--- src/priv_defs.svh ---
`ifndef PRIV_DEFS_SVH
`define PRIV_DEFS_SVH

`define PRIV_XLEN   32
`define CSR_AW      14
`define EXP_W       7
`define INVTLB_OP_W 3

// csr addresses
`define CSR_CRMD    14'h0
`define CSR_PRMD    14'h1
`define CSR_ERA     14'h6
`define CSR_SAVE0   14'h30

// csr op class, taken from the rj field
`define CSR_OP_RD   5'd0
`define CSR_OP_WR   5'd1

// tlb sub-op, inst[11:10]
`define TLB_OP_WR   2'b00
`define TLB_OP_FILL 2'b01
`define TLB_OP_SRCH 2'b10
`define TLB_OP_RD   2'b11

// cacop target, code[1:0]
`define CACHE_L1I   2'd0
`define CACHE_L1D   2'd1

`endif

--- src/priv_pkg.sv ---
`include "priv_defs.svh"

package priv_pkg;

    // one instruction word, two decodes
    typedef union packed {
        struct packed {
            logic [7:0]         opcode;
            logic [`CSR_AW-1:0] csr_num;
            logic [4:0]         rj_sel;   // 0 csrrd, 1 csrwr, else csrxchg
            logic [4:0]         rd;
        } csr_view;
        struct packed {
            logic [14:0] opcode;
            logic        inv_flag;        // invtlb
            logic [3:0]  spare;
            logic [1:0]  tlb_op;
            logic [4:0]  rk_sel;
            logic [4:0]  code;            // cacop code or invtlb op
        } cop_view;
    } priv_inst_u;

endpackage

--- src/priv_ctrl.sv ---
`timescale 1ns/10ps
`include "priv_defs.svh"

module priv_ctrl import priv_pkg::*; (
    input  logic                  clk,
    input  logic                  rstn,
    input  logic                  en_in,
    input  logic                  is_csr,
    input  logic                  is_tlb,
    input  logic                  is_cache,
    input  logic                  is_idle,
    input  logic                  is_ertn,
    input  priv_inst_u            inst,
    input  logic [`PRIV_XLEN-1:0] pc_next,
    input  logic [`PRIV_XLEN-1:0] era,
    input  logic [4:0]            addr_in,
    input  logic                  icache_idle,
    input  logic                  dcache_idle,
    input  logic                  cop_done,
    output logic                  csr_go,
    output logic                  ertn_go,
    output logic                  tlb_go,
    output logic                  tlb_fire,
    output logic                  cop_go,
    output logic                  en_out,
    output logic                  flush,
    output logic                  stall_because_priv,
    output logic [`PRIV_XLEN-1:0] pc_target,
    output logic [4:0]            addr_out,
    output logic                  clear_clock_gate_require,
    output logic                  clear_clock_gate,
    output logic                  srch_en,
    output logic                  rd_en,
    output logic                  wr_en,
    output logic                  fill_en,
    output logic                  inv_en
);
    // one-hot state bit positions
    localparam int S_INIT      = 0;
    localparam int S_CSR       = 1;
    localparam int S_ERTN      = 2;
    localparam int S_TLB       = 3;
    localparam int S_TLB_FIRE  = 4;
    localparam int S_CACOP     = 5;
    localparam int S_IDLE      = 6;
    localparam int S_IDLE_W1   = 7;
    localparam int S_IDLE_W2   = 8;
    localparam int S_IDLE_SYNC = 9;
    localparam int S_IDLE_PERF = 10;
    localparam int S_DONE      = 11;
    localparam int NSTATE      = 12;

    logic [NSTATE-1:0] state;
    logic [NSTATE-1:0] next_state;
    logic              accept;
    logic              caches_idle;

    assign accept      = en_in & state[S_INIT] & (is_csr | is_tlb | is_cache | is_idle | is_ertn);
    assign caches_idle = icache_idle & dcache_idle;

    assign csr_go   = accept & is_csr;
    assign ertn_go  = accept & is_ertn;
    assign tlb_go   = accept & is_tlb;
    assign cop_go   = accept & is_cache;
    assign tlb_fire = state[S_TLB_FIRE];

    always_ff @(posedge clk) begin
        if (!rstn) begin
            state         <= '0;
            state[S_INIT] <= 1'b1;
        end else begin
            state <= next_state;
        end
    end

    always_comb begin
        next_state = '0;
        unique case (1'b1)
            state[S_INIT]: begin
                next_state[S_INIT]  = !accept;
                next_state[S_CSR]   = accept & is_csr;
                next_state[S_ERTN]  = accept & is_ertn;
                next_state[S_TLB]   = accept & is_tlb;
                next_state[S_CACOP] = accept & is_cache;
                next_state[S_IDLE]  = accept & is_idle;
            end
            state[S_CSR], state[S_ERTN], state[S_TLB_FIRE]:
                next_state[S_DONE] = 1'b1;
            state[S_TLB]:       next_state[S_TLB_FIRE] = 1'b1;
            state[S_CACOP]: begin
                next_state[S_DONE]  = cop_done;
                next_state[S_CACOP] = !cop_done;   // held by cache back-pressure
            end
            state[S_IDLE]:      next_state[S_IDLE_W1] = 1'b1;
            state[S_IDLE_W1]:   next_state[S_IDLE_W2] = 1'b1;
            state[S_IDLE_W2]: begin
                next_state[S_IDLE_SYNC] = caches_idle;
                next_state[S_IDLE_W2]   = !caches_idle;
            end
            state[S_IDLE_SYNC]: next_state[S_IDLE_PERF] = 1'b1;
            state[S_IDLE_PERF]: next_state[S_DONE] = 1'b1;
            default:            next_state[S_INIT] = 1'b1;
        endcase
    end

    always_ff @(posedge clk) begin
        if (!rstn) begin
            en_out                   <= 1'b0;
            flush                    <= 1'b0;
            stall_because_priv       <= 1'b0;
            clear_clock_gate         <= 1'b0;
            clear_clock_gate_require <= 1'b0;
        end else begin
            en_out             <= state[S_DONE];
            flush              <= state[S_DONE];
            stall_because_priv <= !state[S_INIT] & !state[S_DONE];
            clear_clock_gate   <= state[S_IDLE_PERF];   // single pulse
            if (accept & is_idle)
                clear_clock_gate_require <= 1'b1;
            else if (state[S_DONE])
                clear_clock_gate_require <= 1'b0;
        end
    end

    // operands kept for the completion pulse
    always_ff @(posedge clk) begin
        if (accept) begin
            pc_target <= is_ertn ? era : pc_next;
            addr_out  <= addr_in;
        end
        if (tlb_go) begin
            inv_en  <= inst.cop_view.inv_flag;
            srch_en <= !inst.cop_view.inv_flag & (inst.cop_view.tlb_op == `TLB_OP_SRCH);
            rd_en   <= !inst.cop_view.inv_flag & (inst.cop_view.tlb_op == `TLB_OP_RD);
            wr_en   <= !inst.cop_view.inv_flag & (inst.cop_view.tlb_op == `TLB_OP_WR);
            fill_en <= !inst.cop_view.inv_flag & (inst.cop_view.tlb_op == `TLB_OP_FILL);
        end
    end

endmodule

--- src/csr_regfile.sv ---
`timescale 1ns/10ps
`include "priv_defs.svh"

module csr_regfile import priv_pkg::*; (
    input  logic                  clk,
    input  logic                  rstn,
    input  logic                  csr_go,
    input  logic                  ertn_go,
    input  priv_inst_u            inst,
    input  logic [`PRIV_XLEN-1:0] sr0,
    input  logic [`PRIV_XLEN-1:0] sr1,
    output logic [`PRIV_XLEN-1:0] result,
    output logic [`PRIV_XLEN-1:0] era
);
    logic [`PRIV_XLEN-1:0] crmd;
    logic [`PRIV_XLEN-1:0] prmd;
    logic [`PRIV_XLEN-1:0] save0;
    logic [`PRIV_XLEN-1:0] old_val;
    logic [`PRIV_XLEN-1:0] wmask;
    logic [`PRIV_XLEN-1:0] new_val;
    logic [`CSR_AW-1:0]    addr;

    assign addr = inst.csr_view.csr_num;

    always_comb begin
        case (addr)
            `CSR_CRMD:  old_val = crmd;
            `CSR_PRMD:  old_val = prmd;
            `CSR_ERA:   old_val = era;
            `CSR_SAVE0: old_val = save0;
            default:    old_val = '0;    // unimplemented csr
        endcase
    end

    always_comb begin
        case (inst.csr_view.rj_sel)
            `CSR_OP_RD: wmask = '0;
            `CSR_OP_WR: wmask = '1;
            default:    wmask = sr0;     // csrxchg
        endcase
    end

    assign new_val = (old_val & ~wmask) | (sr1 & wmask);

    always_ff @(posedge clk) begin
        if (!rstn) begin
            crmd  <= `PRIV_XLEN'h8;     // da set
            prmd  <= '0;
            era   <= '0;
            save0 <= '0;
        end else if (csr_go) begin
            case (addr)
                `CSR_CRMD:  crmd  <= new_val;
                `CSR_PRMD:  prmd  <= new_val;
                `CSR_ERA:   era   <= new_val;
                `CSR_SAVE0: save0 <= new_val;
                default:    ;
            endcase
        end else if (ertn_go) begin
            crmd[2:0] <= prmd[2:0];      // restore plv and ie
        end
    end

    always_ff @(posedge clk) begin
        if (csr_go)
            result <= old_val;
    end

endmodule

--- src/tlb_cmd_unit.sv ---
`timescale 1ns/10ps
`include "priv_defs.svh"

module tlb_cmd_unit import priv_pkg::*; (
    input  logic                    clk,
    input  logic                    rstn,
    input  logic                    tlb_go,
    input  logic                    tlb_fire,
    input  logic                    srch_en,
    input  logic                    rd_en,
    input  logic                    wr_en,
    input  logic                    fill_en,
    input  logic                    inv_en,
    input  priv_inst_u              inst,
    input  logic [`PRIV_XLEN-1:0]   sr0,
    input  logic [`PRIV_XLEN-1:0]   sr1,
    output logic                    tlb_we,
    output logic                    tlb_index_we,
    output logic                    tlb_e_we,
    output logic                    tlb_other_we,
    output logic                    fill_mode,
    output logic                    check_mode,
    output logic [`PRIV_XLEN-1:0]   clear_vaddr,
    output logic [9:0]              clear_asid,
    output logic [`INVTLB_OP_W-1:0] clear_mem
);
    logic [4:0] inv_code;

    always_ff @(posedge clk) begin
        if (tlb_go) begin
            clear_asid  <= sr0[9:0];
            clear_vaddr <= sr1;
            inv_code    <= inst.cop_view.code;
        end
    end

    always_ff @(posedge clk) begin
        if (!rstn) begin
            tlb_we       <= 1'b0;
            tlb_index_we <= 1'b0;
            tlb_e_we     <= 1'b0;
            tlb_other_we <= 1'b0;
            fill_mode    <= 1'b0;
            check_mode   <= 1'b0;
            clear_mem    <= '0;
        end else begin
            tlb_index_we <= tlb_fire & srch_en;
            tlb_e_we     <= tlb_fire & (srch_en | rd_en);
            tlb_other_we <= tlb_fire & rd_en;
            tlb_we       <= tlb_fire & (wr_en | fill_en);
            clear_mem    <= '0;
            if (tlb_fire & inv_en) begin
                // op 0 behaves as op 1
                clear_mem <= (inv_code == 5'd0) ? `INVTLB_OP_W'd1
                                                : inv_code[`INVTLB_OP_W-1:0];
            end
            if (tlb_fire & (srch_en | rd_en))
                check_mode <= srch_en;
            if (tlb_fire & (wr_en | fill_en))
                fill_mode <= fill_en;
        end
    end

endmodule

--- src/cacop_req.sv ---
`timescale 1ns/10ps
`include "priv_defs.svh"

module cacop_req import priv_pkg::*; (
    input  logic                  clk,
    input  logic                  rstn,
    input  logic                  cop_go,
    input  priv_inst_u            inst,
    input  logic [`PRIV_XLEN-1:0] sr0,
    input  logic [`PRIV_XLEN-1:0] imm,
    input  logic                  l1i_ready, l1d_ready, l2_ready,
    input  logic                  l1i_complete, l1d_complete, l2_complete,
    input  logic [`EXP_W-1:0]     cacop_iexp_in,
    input  logic [`EXP_W-1:0]     cacop_dexp_in,
    input  logic [`PRIV_XLEN-1:0] cacop_ibadv_in,
    input  logic [`PRIV_XLEN-1:0] cacop_dbadv_in,
    output logic                  cop_done,
    output logic                  l1i_en, l1d_en, l2_en,
    output logic                  use_tlb_s0, use_tlb_s1,
    output logic [1:0]            cacop_code,
    output logic [`PRIV_XLEN-1:0] cacop_rj_plus_imm,
    output logic [`EXP_W-1:0]     exp_out,
    output logic [`PRIV_XLEN-1:0] badv_out
);
    logic                  req;
    logic                  waiting;
    logic                  sel_i, sel_d, sel_2;
    logic                  ready;
    logic                  complete;
    logic [1:0]            hold;     // covers the done and en_out cycles
    logic [`EXP_W-1:0]     exp_q;
    logic [`PRIV_XLEN-1:0] badv_q;

    assign ready    = (sel_i & l1i_ready) | (sel_d & l1d_ready) | (sel_2 & l2_ready);
    assign complete = (sel_i & l1i_complete) | (sel_d & l1d_complete) | (sel_2 & l2_complete);
    assign cop_done = ((req & ready) | waiting) & complete;

    assign l1i_en     = req & sel_i;
    assign l1d_en     = req & sel_d;
    assign l2_en      = req & sel_2;
    assign use_tlb_s0 = (req | waiting) & sel_i;
    assign use_tlb_s1 = (req | waiting) & sel_d;

    assign exp_out  = (|hold) ? exp_q : '0;
    assign badv_out = (|hold) ? badv_q : '0;

    always_ff @(posedge clk) begin
        if (cop_go) begin
            sel_i             <= inst.cop_view.code[1:0] == `CACHE_L1I;
            sel_d             <= inst.cop_view.code[1:0] == `CACHE_L1D;
            sel_2             <= inst.cop_view.code[1];   // 2 and 3 go to l2
            cacop_code        <= inst.cop_view.code[4:3];
            cacop_rj_plus_imm <= sr0 + imm;
        end
        if (cop_done) begin
            exp_q  <= sel_i ? cacop_iexp_in : (sel_d ? cacop_dexp_in : '0);
            badv_q <= sel_i ? cacop_ibadv_in : (sel_d ? cacop_dbadv_in : '0);
        end
    end

    always_ff @(posedge clk) begin
        if (!rstn) begin
            req     <= 1'b0;
            waiting <= 1'b0;
            hold    <= '0;
        end else begin
            hold <= {hold[0], cop_done};
            if (cop_go) begin
                req <= 1'b1;
            end else if (req & ready) begin
                req     <= 1'b0;
                waiting <= !complete;   // complete may lag ready
            end else if (waiting & complete) begin
                waiting <= 1'b0;
            end
        end
    end

endmodule

--- src/priv_exec_top.sv ---
`timescale 1ns/10ps
`include "priv_defs.svh"

module priv_exec_top import priv_pkg::*; (
    input  logic                    clk,
    input  logic                    rstn,
    input  logic                    en_in,
    input  logic                    is_csr, is_tlb, is_cache, is_idle, is_ertn,
    input  priv_inst_u              inst,
    input  logic [`PRIV_XLEN-1:0]   pc_next,
    input  logic [`PRIV_XLEN-1:0]   sr0,
    input  logic [`PRIV_XLEN-1:0]   sr1,
    input  logic [4:0]              addr_in,
    input  logic [`PRIV_XLEN-1:0]   imm,
    output logic                    en_out,
    output logic                    flush,
    output logic                    stall_because_priv,
    output logic [`PRIV_XLEN-1:0]   pc_target,
    output logic [`PRIV_XLEN-1:0]   result,
    output logic [4:0]              addr_out,
    output logic [`EXP_W-1:0]       exp_out,
    output logic [`PRIV_XLEN-1:0]   badv_out,
    // cache side
    output logic                    l1i_en, l1d_en, l2_en,
    input  logic                    l1i_ready, l1d_ready, l2_ready,
    input  logic                    l1i_complete, l1d_complete, l2_complete,
    output logic [1:0]              cacop_code,
    output logic [`PRIV_XLEN-1:0]   cacop_rj_plus_imm,
    output logic                    use_tlb_s0, use_tlb_s1,
    input  logic [`EXP_W-1:0]       cacop_iexp_in,
    input  logic [`EXP_W-1:0]       cacop_dexp_in,
    input  logic [`PRIV_XLEN-1:0]   cacop_ibadv_in,
    input  logic [`PRIV_XLEN-1:0]   cacop_dbadv_in,
    // tlb side
    output logic                    tlb_we, tlb_index_we, tlb_e_we, tlb_other_we,
    output logic                    fill_mode,
    output logic                    check_mode,
    output logic [`PRIV_XLEN-1:0]   clear_vaddr,
    output logic [9:0]              clear_asid,
    output logic [`INVTLB_OP_W-1:0] clear_mem,
    // idle
    output logic                    clear_clock_gate_require,
    output logic                    clear_clock_gate,
    input  logic                    icache_idle, dcache_idle
);
    logic                  csr_go, ertn_go;
    logic                  tlb_go, tlb_fire;
    logic                  cop_go, cop_done;
    logic                  srch_en, rd_en, wr_en, fill_en, inv_en;
    logic [`PRIV_XLEN-1:0] era;

    priv_ctrl u_priv_ctrl (.*);

    csr_regfile u_csr_regfile (.*);

    tlb_cmd_unit u_tlb_cmd_unit (.*);

    cacop_req u_cacop_req (.*);

endmodule

--- config.mk ---
export PLATFORM = sky130hd
export DESIGN_NAME = priv_exec_top
export DESIGN_NICKNAME = d
export VERILOG_FILES = /design/src/priv_pkg.sv /design/src/priv_ctrl.sv /design/src/csr_regfile.sv /design/src/tlb_cmd_unit.sv /design/src/cacop_req.sv /design/src/priv_exec_top.sv
export VERILOG_INCLUDE_DIRS = /design/src
export SDC_FILE = /design/constraint.sdc
export NUM_CORES = 1
export LEC_CHECK = 0
export BUFFER_PORTS_ARGS = -buffer_cell sky130_fd_sc_hd__buf_2
export CAP_MARGIN = 15
export CORE_AREA = 2 2 178 180
export DETAILED_ROUTE_END_ITERATION = 8
export DIE_AREA = 0 0 180 182
export PLACE_DENSITY = 0.76
export SLEW_MARGIN = 20
export SYNTH_ARGS = -nofsm -noshare
export SYNTH_HDL_FRONTEND = slang
export SYNTH_SLANG_ARGS = --single-unit
--- constraint.sdc ---
create_clock -name clk -period 5.5 [get_ports clk]
set_input_delay 1.65 -clock clk [delete_from_list [all_inputs] [get_ports clk]]
set_output_delay 1.65 -clock clk [all_outputs]
set_load 0.02 [all_outputs]
==> impl_metrics.json, run 1 <==
{
  "status": "finished, final reports clean",
  "cp.required_ns": 5.77,
  "gp_congestion": 0.914,
  "ys_async_sr_fraction": 0,
  "drt_iter0_markers": 1109,
  "seq_area_sq_um": 9060,
  "wl_per_cell_microns": 20.3,
  "netlist_instances": 1340,
  "initial_core_util": 0.483,
  "fillers": 2560,
  "max-cap-violations": 0,
  "drtAntennaViolNets": 0,
  "start_kind": "primary input",
  "fin_crit_sh": 0.737,
  "critPathBufInv": 2,
  "crit_fanout": 4,
  "synth_edf_count": 197,
  "route.detailed.drc": 0,
  "die-area_sq_um": 32800,
  "antenna_found_initial": 10,
  "tritoncts": "yes",
  "cp_data_arrival_time_ns": 4.32,
  "path_delay_family": "compound AO/OA/AOI/OAI gates",
  "synth_nets": 1631,
  "slowest_delay_ns": 0.62,
  "multi_input_area_sq_um": 5630,
  "clk_pin_slew_ns": 0.06,
  "grt_max_degree": 42,
  "p_leak_nw": 7.83,
  "hp-class": "reg -> reg",
  "slew_viol_final": 0,
  "wl_mm": 45.0,
  "grt_pass1_vias": 12100,
  "nets": 2070,
  "tns_ns": 0,
  "clockBufferDepth": 3,
  "min_period_ns": 4.05,
  "fmaxAchievable_mhz": 247,
  "drive_gt1_frac": 0.341,
  "holdBufCountCts": 0,
  "grtUsageTotal": 0.266,
  "rsz0062_at_grt": "false",
  "ys_ff_latch": 354,
  "fin_skew_ns": 0.0140,
  "synth-main-ff-cell": "edfxtp_1",
  "worst_slew_pin_slew_ns": 1.11,
  "grt_pass1_wl_mm": 67.9,
  "htreeDepth": 2,
  "post_cts_buffers": 0,
  "maxSlewHeadroom": 0.259,
  "cts-root-buf": "clkbuf_16",
  "rows": 65,
  "vias_per_cell": 5.56,
  "die_w_microns": 180,
  "end_kind": "flip-flop",
  "core_sq_um": 31000,
  "overflow": 0,
  "die_y_microns": 182,
  "ys_types": 68,
  "syn_area_sq_um": 15000,
  "firstDrtPassIters": 6,
  "slowest_stage": "a311oi_1",
  "port_buffers": 453,
  "timing.hold.ws_ns": 0.447,
  "vias": 12300,
  "path_class": "in -> reg",
  "boundaryPins": 462,
  "hold_viol_final": 0,
  "ys_seq_area_frac": 0.605,
  "path_cells": "buf_2, ha_1, inv_1, fa_1, nor2b_1, o2111ai_1, a21oi_1, a21boi_0, a311oi_1, o211ai_1, o211a_1",
  "hpwl_mm": 32.5,
  "cts.repair.resized": 0,
  "cts_buffers": 38,
  "area_growth_pct": 26.1,
  "setup_viol": 0,
  "cts_num_sinks": 354,
  "vdd_drop_max_v": 0.000234,
  "synth_area_per_cell_sq_um": 11.2,
  "worstSkewPairLatency_ns": 0.52,
  "cellPowerDensity_nw_per_um2": 323,
  "synth_warnings": 0
}
==> sequential cells by signal (all words and copies together) (netlist names), 2 cells and up <==
signal,count
u_cacop_req.badv_q,32
u_cacop_req.cacop_code,2
u_cacop_req.cacop_rj_plus_imm,32
u_cacop_req.exp_q,7
u_cacop_req.hold,2
u_csr_regfile.crmd,32
u_csr_regfile.era,32
u_csr_regfile.prmd,32
u_csr_regfile.result,32
u_csr_regfile.save0,32
u_priv_ctrl.addr_out,5
u_priv_ctrl.pc_target,32
u_priv_ctrl.state,12
u_tlb_cmd_unit.clear_asid,10
u_tlb_cmd_unit.clear_mem,3
u_tlb_cmd_unit.clear_vaddr,32
u_tlb_cmd_unit.inv_code,5
==> layout by cell type (no fill, tap or decap), types with 5 or more instances in the layout <==
cell,Yosys,final
xor2_1,6,6
nor3_1,9,9
edfxtp_1,197,197
nand3_1,35,35
dfxtp_1,157,157
nor2b_1,50,49
a222oi_1,34,34
a21o_1,7,7
mux2_2,32,32
nor2_1,32,31
and3_1,14,11
diode_2,0,6
inv_1,15,15
nand4_1,5,5
a21boi_0,5,5
clkbuf_16,0,39
o21ai_1,121,121
xnor2_1,19,19
o21ai_0,25,25
ha_1,31,31
o21ai_2,28,28
a21oi_1,76,74
and2_1,16,16
clkbuf_1,55,10
o21a_1,10,10
buf_4,1,17
a22o_1,38,38
buf_2,10,453
nand2_1,230,228
clkinv_2,0,7
a31oi_1,6,6
==> area by class of cell <==
cell class / instances / share of cell area
multi-input cells: 899 / 0.298
well taps: 402 / 0.0266
repair buffers: 471 / 0.128
clock buffers: 53 / 0.0566
flip-flops and latches: 354 / 0.480
diodes: 6 / 0.000795
clock inverters: 14 / 0.00676
inverters: 15 / 0.00298
==> worst paths after layout <==
check / slack, ns / depth (start not counted) / start / to
setup / recovery: 1.45 / 11 / sr0[0] / u_cacop_req.cacop_rj_plus_imm[24]
hold / removal: 0.45 / 2 / u_csr_regfile.crmd[29] / u_csr_regfile.crmd[29]
setup reg to reg: 3.06 / 5 / u_priv_ctrl.state[0] / u_csr_regfile.save0[21]
hold reg to reg: 0.45 / 2 / u_csr_regfile.crmd[29] / u_csr_regfile.crmd[29]
==> stage by stage <==
step / util / setup slack, ns / cells / power (mW) / cell area (sq um)
3_3_place_gp: 0.569 / 1.10 / 2140 / 3.69 / 17600
2_1_floorplan: - / 1.09 / 1340 / 3.40 / 15000
3_5_place_dp: 0.569 / 1.06 / 2140 / 3.70 / 17600
4_1_cts: 0.608 / 1.58 / 2207 / 6.14 / 18800
5_1_grt: 0.609 / 1.36 / 2212 / 6.32 / 18900
6_report: 0.609 / 1.45 / 2214 / 6.10 / 18900
==> cell usage after synthesis (4+ instances only) <==
cell | number | area [sq um]
nand2_1 | 230 | 863
edfxtp_1 | 197 | 5920
dfxtp_1 | 157 | 3140
o21ai_1 | 121 | 606
a21oi_1 | 76 | 380
clkbuf_1 | 55 | 206
nor2b_1 | 50 | 313
a22o_1 | 38 | 333
nand3_1 | 35 | 175
a222oi_1 | 34 | 340
mux2_2 | 32 | 360
nor2_1 | 32 | 120
ha_1 | 31 | 388
o21ai_2 | 28 | 245
o21ai_0 | 25 | 125
xnor2_1 | 19 | 166
and2_1 | 16 | 100
inv_1 | 15 | 56.3
and3_1 | 14 | 87.6
buf_2 | 10 | 50.1
o21a_1 | 10 | 75.1
nor3_1 | 9 | 45.0
a21o_1 | 7 | 52.6
a31oi_1 | 6 | 37.5
xor2_1 | 6 | 52.6
a21boi_0 | 5 | 37.5
nand4_1 | 5 | 31.3
a211oi_1 | 4 | 30.0
a21boi_1 | 4 | 30.0
nand2b_1 | 4 | 25.0
nor4_1 | 4 | 25.0
o221ai_1 | 4 | 35.0
or3_1 | 4 | 25.0
==> where the power goes <==
part | internal [mW] | total, mW | leakage (nW) | switching, mW
clock network | 1.45 | 2.45 | 0.589 | 1.00
logic | 0.269 | 0.728 | 4.13 | 0.459
registers | 2.90 | 2.92 | 3.11 | 0.0239
==> cell families (layout without fill, tap and decap cells) <==
group / Yosys count / in the layout / share of synthesized area
compound gates: 389 / 389 / 0.172
xor+xnor: 25 / 25 / 0.0146
fa+ha+maj: 32 / 32 / 0.0272
buf+inv: 87 / 553 / 0.0244
flops: 354 / 354 / 0.605
mux: 34 / 34 / 0.0254
other cells: 0 / 6 / 0
simple gates: 419 / 419 / 0.131
==> worst register-to-register path: cells and delay by family, from the launching register on <==
kind            cells  cell delay (ns)
simple gates        3             1.33
buf+inv             1             0.40
flops               1             0.45
compound gates      1             0.18
==> per-layer routing <==
layer | wire length, microns | vias to the layer above | global-route usage
met5 | 44 | - | 0
met4 | 1830 | 6 | 0.119
met3 | 3410 | 101 | 0.0642
met2 | 22800 | 527 | 0.473
met1 | 16900 | 5829 | 0.303
li1 | - | 5842 | -
(Power assumes the default switching activity.)
==> run 2: changes to the inputs <==
Clock period 5.5 ns to 4.1 ns, I/O delays scaled along.
==> run 2 against run 1 <==
  * Cell area rose by 1.3%
  * Sequential share of layout area fell by 0.60 points
  * Global-route usage rose by 0.27 points
  * Via count rose by 0.55%
  * Total power rose by 39%
  * Worst setup slack got worse by 0.81 ns
  * Largest cell class unchanged
==> impl_metrics.json, run 2 (same netlist as run 1, synthesis figures left out) <==
{
  "overflow": 0,
  "min_period_ns": 3.47,
  "multi_input_area_sq_um": 5630,
  "top_layer": "met5",
  "cts-root-buf": "clkbuf_16",
  "final_cell_mix": "buf_2 (453), nand2_1 (228), edfxtp_1 (197)",
  "core_sq_um": 31000,
  "utilization": 0.617,
  "wl_mm": 45.4,
  "path_cells": "buf_2, ha_1, inv_1, fa_1, nor2b_1, o2111ai_1, a21oi_1, a21boi_0, a311oi_1, buf_4, o211ai_1, o211a_1",
  "antenna_found_initial": 9,
  "drtAntennaViolNets": 0,
  "maxSlewHeadroom": 0.284,
  "path_class": "in -> reg",
  "start_kind": "primary input",
  "die_w_microns": 180,
  "fin_total_pwr_mw": 8.50,
  "dpl_cell_area_sq_um": 17700,
  "htreeDepth": 2,
  "grt_pass1_vias": 12200,
  "tns_ns": 0,
  "route.detailed.drc": 0,
  "layout_commonest_cell": "buf_2",
  "holdBufCountCts": 0,
  "worstSkewPairLatency_ns": 0.52,
  "area_growth_pct": 27.7,
  "wl_per_cell_microns": 20.4,
  "post_cts_buffers": 0,
  "p_leak_nw": 7.95,
  "cp.required_ns": 4.38,
  "critPathBufInv": 3,
  "fin_ws_ns": 0.634,
  "cts_buffers": 38,
  "crit_fanout": 4,
  "worst_slew_pin_slew_ns": 1.07,
  "vias": 12400,
  "port_buffers": 453,
  "setup_viol": 0,
  "initial_core_util": 0.483,
  "fmaxAchievable_mhz": 289,
  "vias_per_cell": 5.56,
  "max-cap-violations": 0,
  "fin_crit_sh": 0.845,
  "clockBufferDepth": 3,
  "routedLengthMet1_mm": 16.9,
  "hpwl_mm": 33.0,
  "rsz0062_at_grt": "false",
  "pre_cts_slack_ns": 0.189,
  "die_y_microns": 182,
  "path_delay_family": "compound AO/OA/AOI/OAI gates",
  "gp_congestion": 0.907,
  "hp-class": "reg -> reg",
  "grtUsageTotal": 0.268,
  "cts_num_sinks": 354,
  "boundaryPins": 462,
  "cp_data_arrival_time_ns": 3.75,
  "seq_area_sq_um": 9060,
  "route.met3.wl_mm": 3.55,
  "slowest_stage": "fa_1",
  "cts.repair.resized": 0,
  "vdd_drop_max_v": 0.000367,
  "grt_pass1_wl_mm": 68.3,
  "tritoncts": "yes",
  "slew_viol_final": 0,
  "end_kind": "flip-flop",
  "drt_iter0_markers": 1082,
  "wl_met2_mm": 22.8,
  "nets": 2078,
  "status": "finished, final reports clean",
  "clk_pin_slew_ns": 0.06,
  "hold_viol_final": 0,
  "fillers": 2543,
  "fin_skew_ns": 0.0105,
  "rows": 65,
  "grt_max_degree": 42,
  "design_area_sq_um": 19100,
  "cellPowerDensity_nw_per_um2": 444,
  "slowest_delay_ns": 0.39,
  "firstDrtPassIters": 8,
  "drive_gt1_frac": 0.345,
  "die-area_sq_um": 32800
}
run 2: changes by cell type in the layout (fill, tap and decap cells not counted), sizes merged:
cell,before,now
clkinvlp,1,0
inv,17,16
clkbuf,53,63
clkinv,9,3
buf,471,479
diode,6,8
run 2: stage by stage:
stage	std cells	hold slack (ns)
2_1_floorplan	1340	0.411
6_report	2226	0.448
3_3_place_gp	2148	0.433
4_1_cts	2217	0.449
5_1_grt	2221	0.465
3_5_place_dp	2148	0.442
run 2: area by class of cell:
type / count / share of cell area
flip-flops and latches: 354 / 0.474
multi-input cells: 899 / 0.294
repair buffers: 479 / 0.131
clock buffers: 63 / 0.0662
well taps: 402 / 0.0263
clock inverters: 6 / 0.00419
inverters: 15 / 0.00294
diodes: 8 / 0.00105
run 2: metal layers:
metal / vias up / GRT usage
met5: - / 0
met4: 4 / 0.125
met1: 5861 / 0.304
li1: 5860 / -
met3: 103 / 0.0640
met2: 545 / 0.478
run 2: power by group:
group / total [mW] / switching [mW] / internal [mW]
Combinational: 0.985 / 0.617 / 0.367
Clock: 3.59 / 1.36 / 2.23
Sequential: 3.92 / 0.0326 / 3.89
run 2: worst paths after layout:
check	startpoint	to	slack, ns	depth (start not counted)
worst max-delay path	sr0[0]	u_cacop_req.cacop_rj_plus_imm[24]	0.63	12
worst min-delay path	u_csr_regfile.save0[7]	u_csr_regfile.save0[7]	0.45	2
worst max register to register	u_priv_ctrl.state[0]	u_csr_regfile.era[3]	1.67	4
worst min register to register	u_csr_regfile.save0[7]	u_csr_regfile.save0[7]	0.45	2
run 2: worst register-to-register path, delay by kind of cell, from the launching register on:
kind / cells / cell delay [ns]
and+or+nand+nor: 3 / 1.54
DFF: 1 / 0.44
AOI/OAI and AO/OA: 1 / 0.36
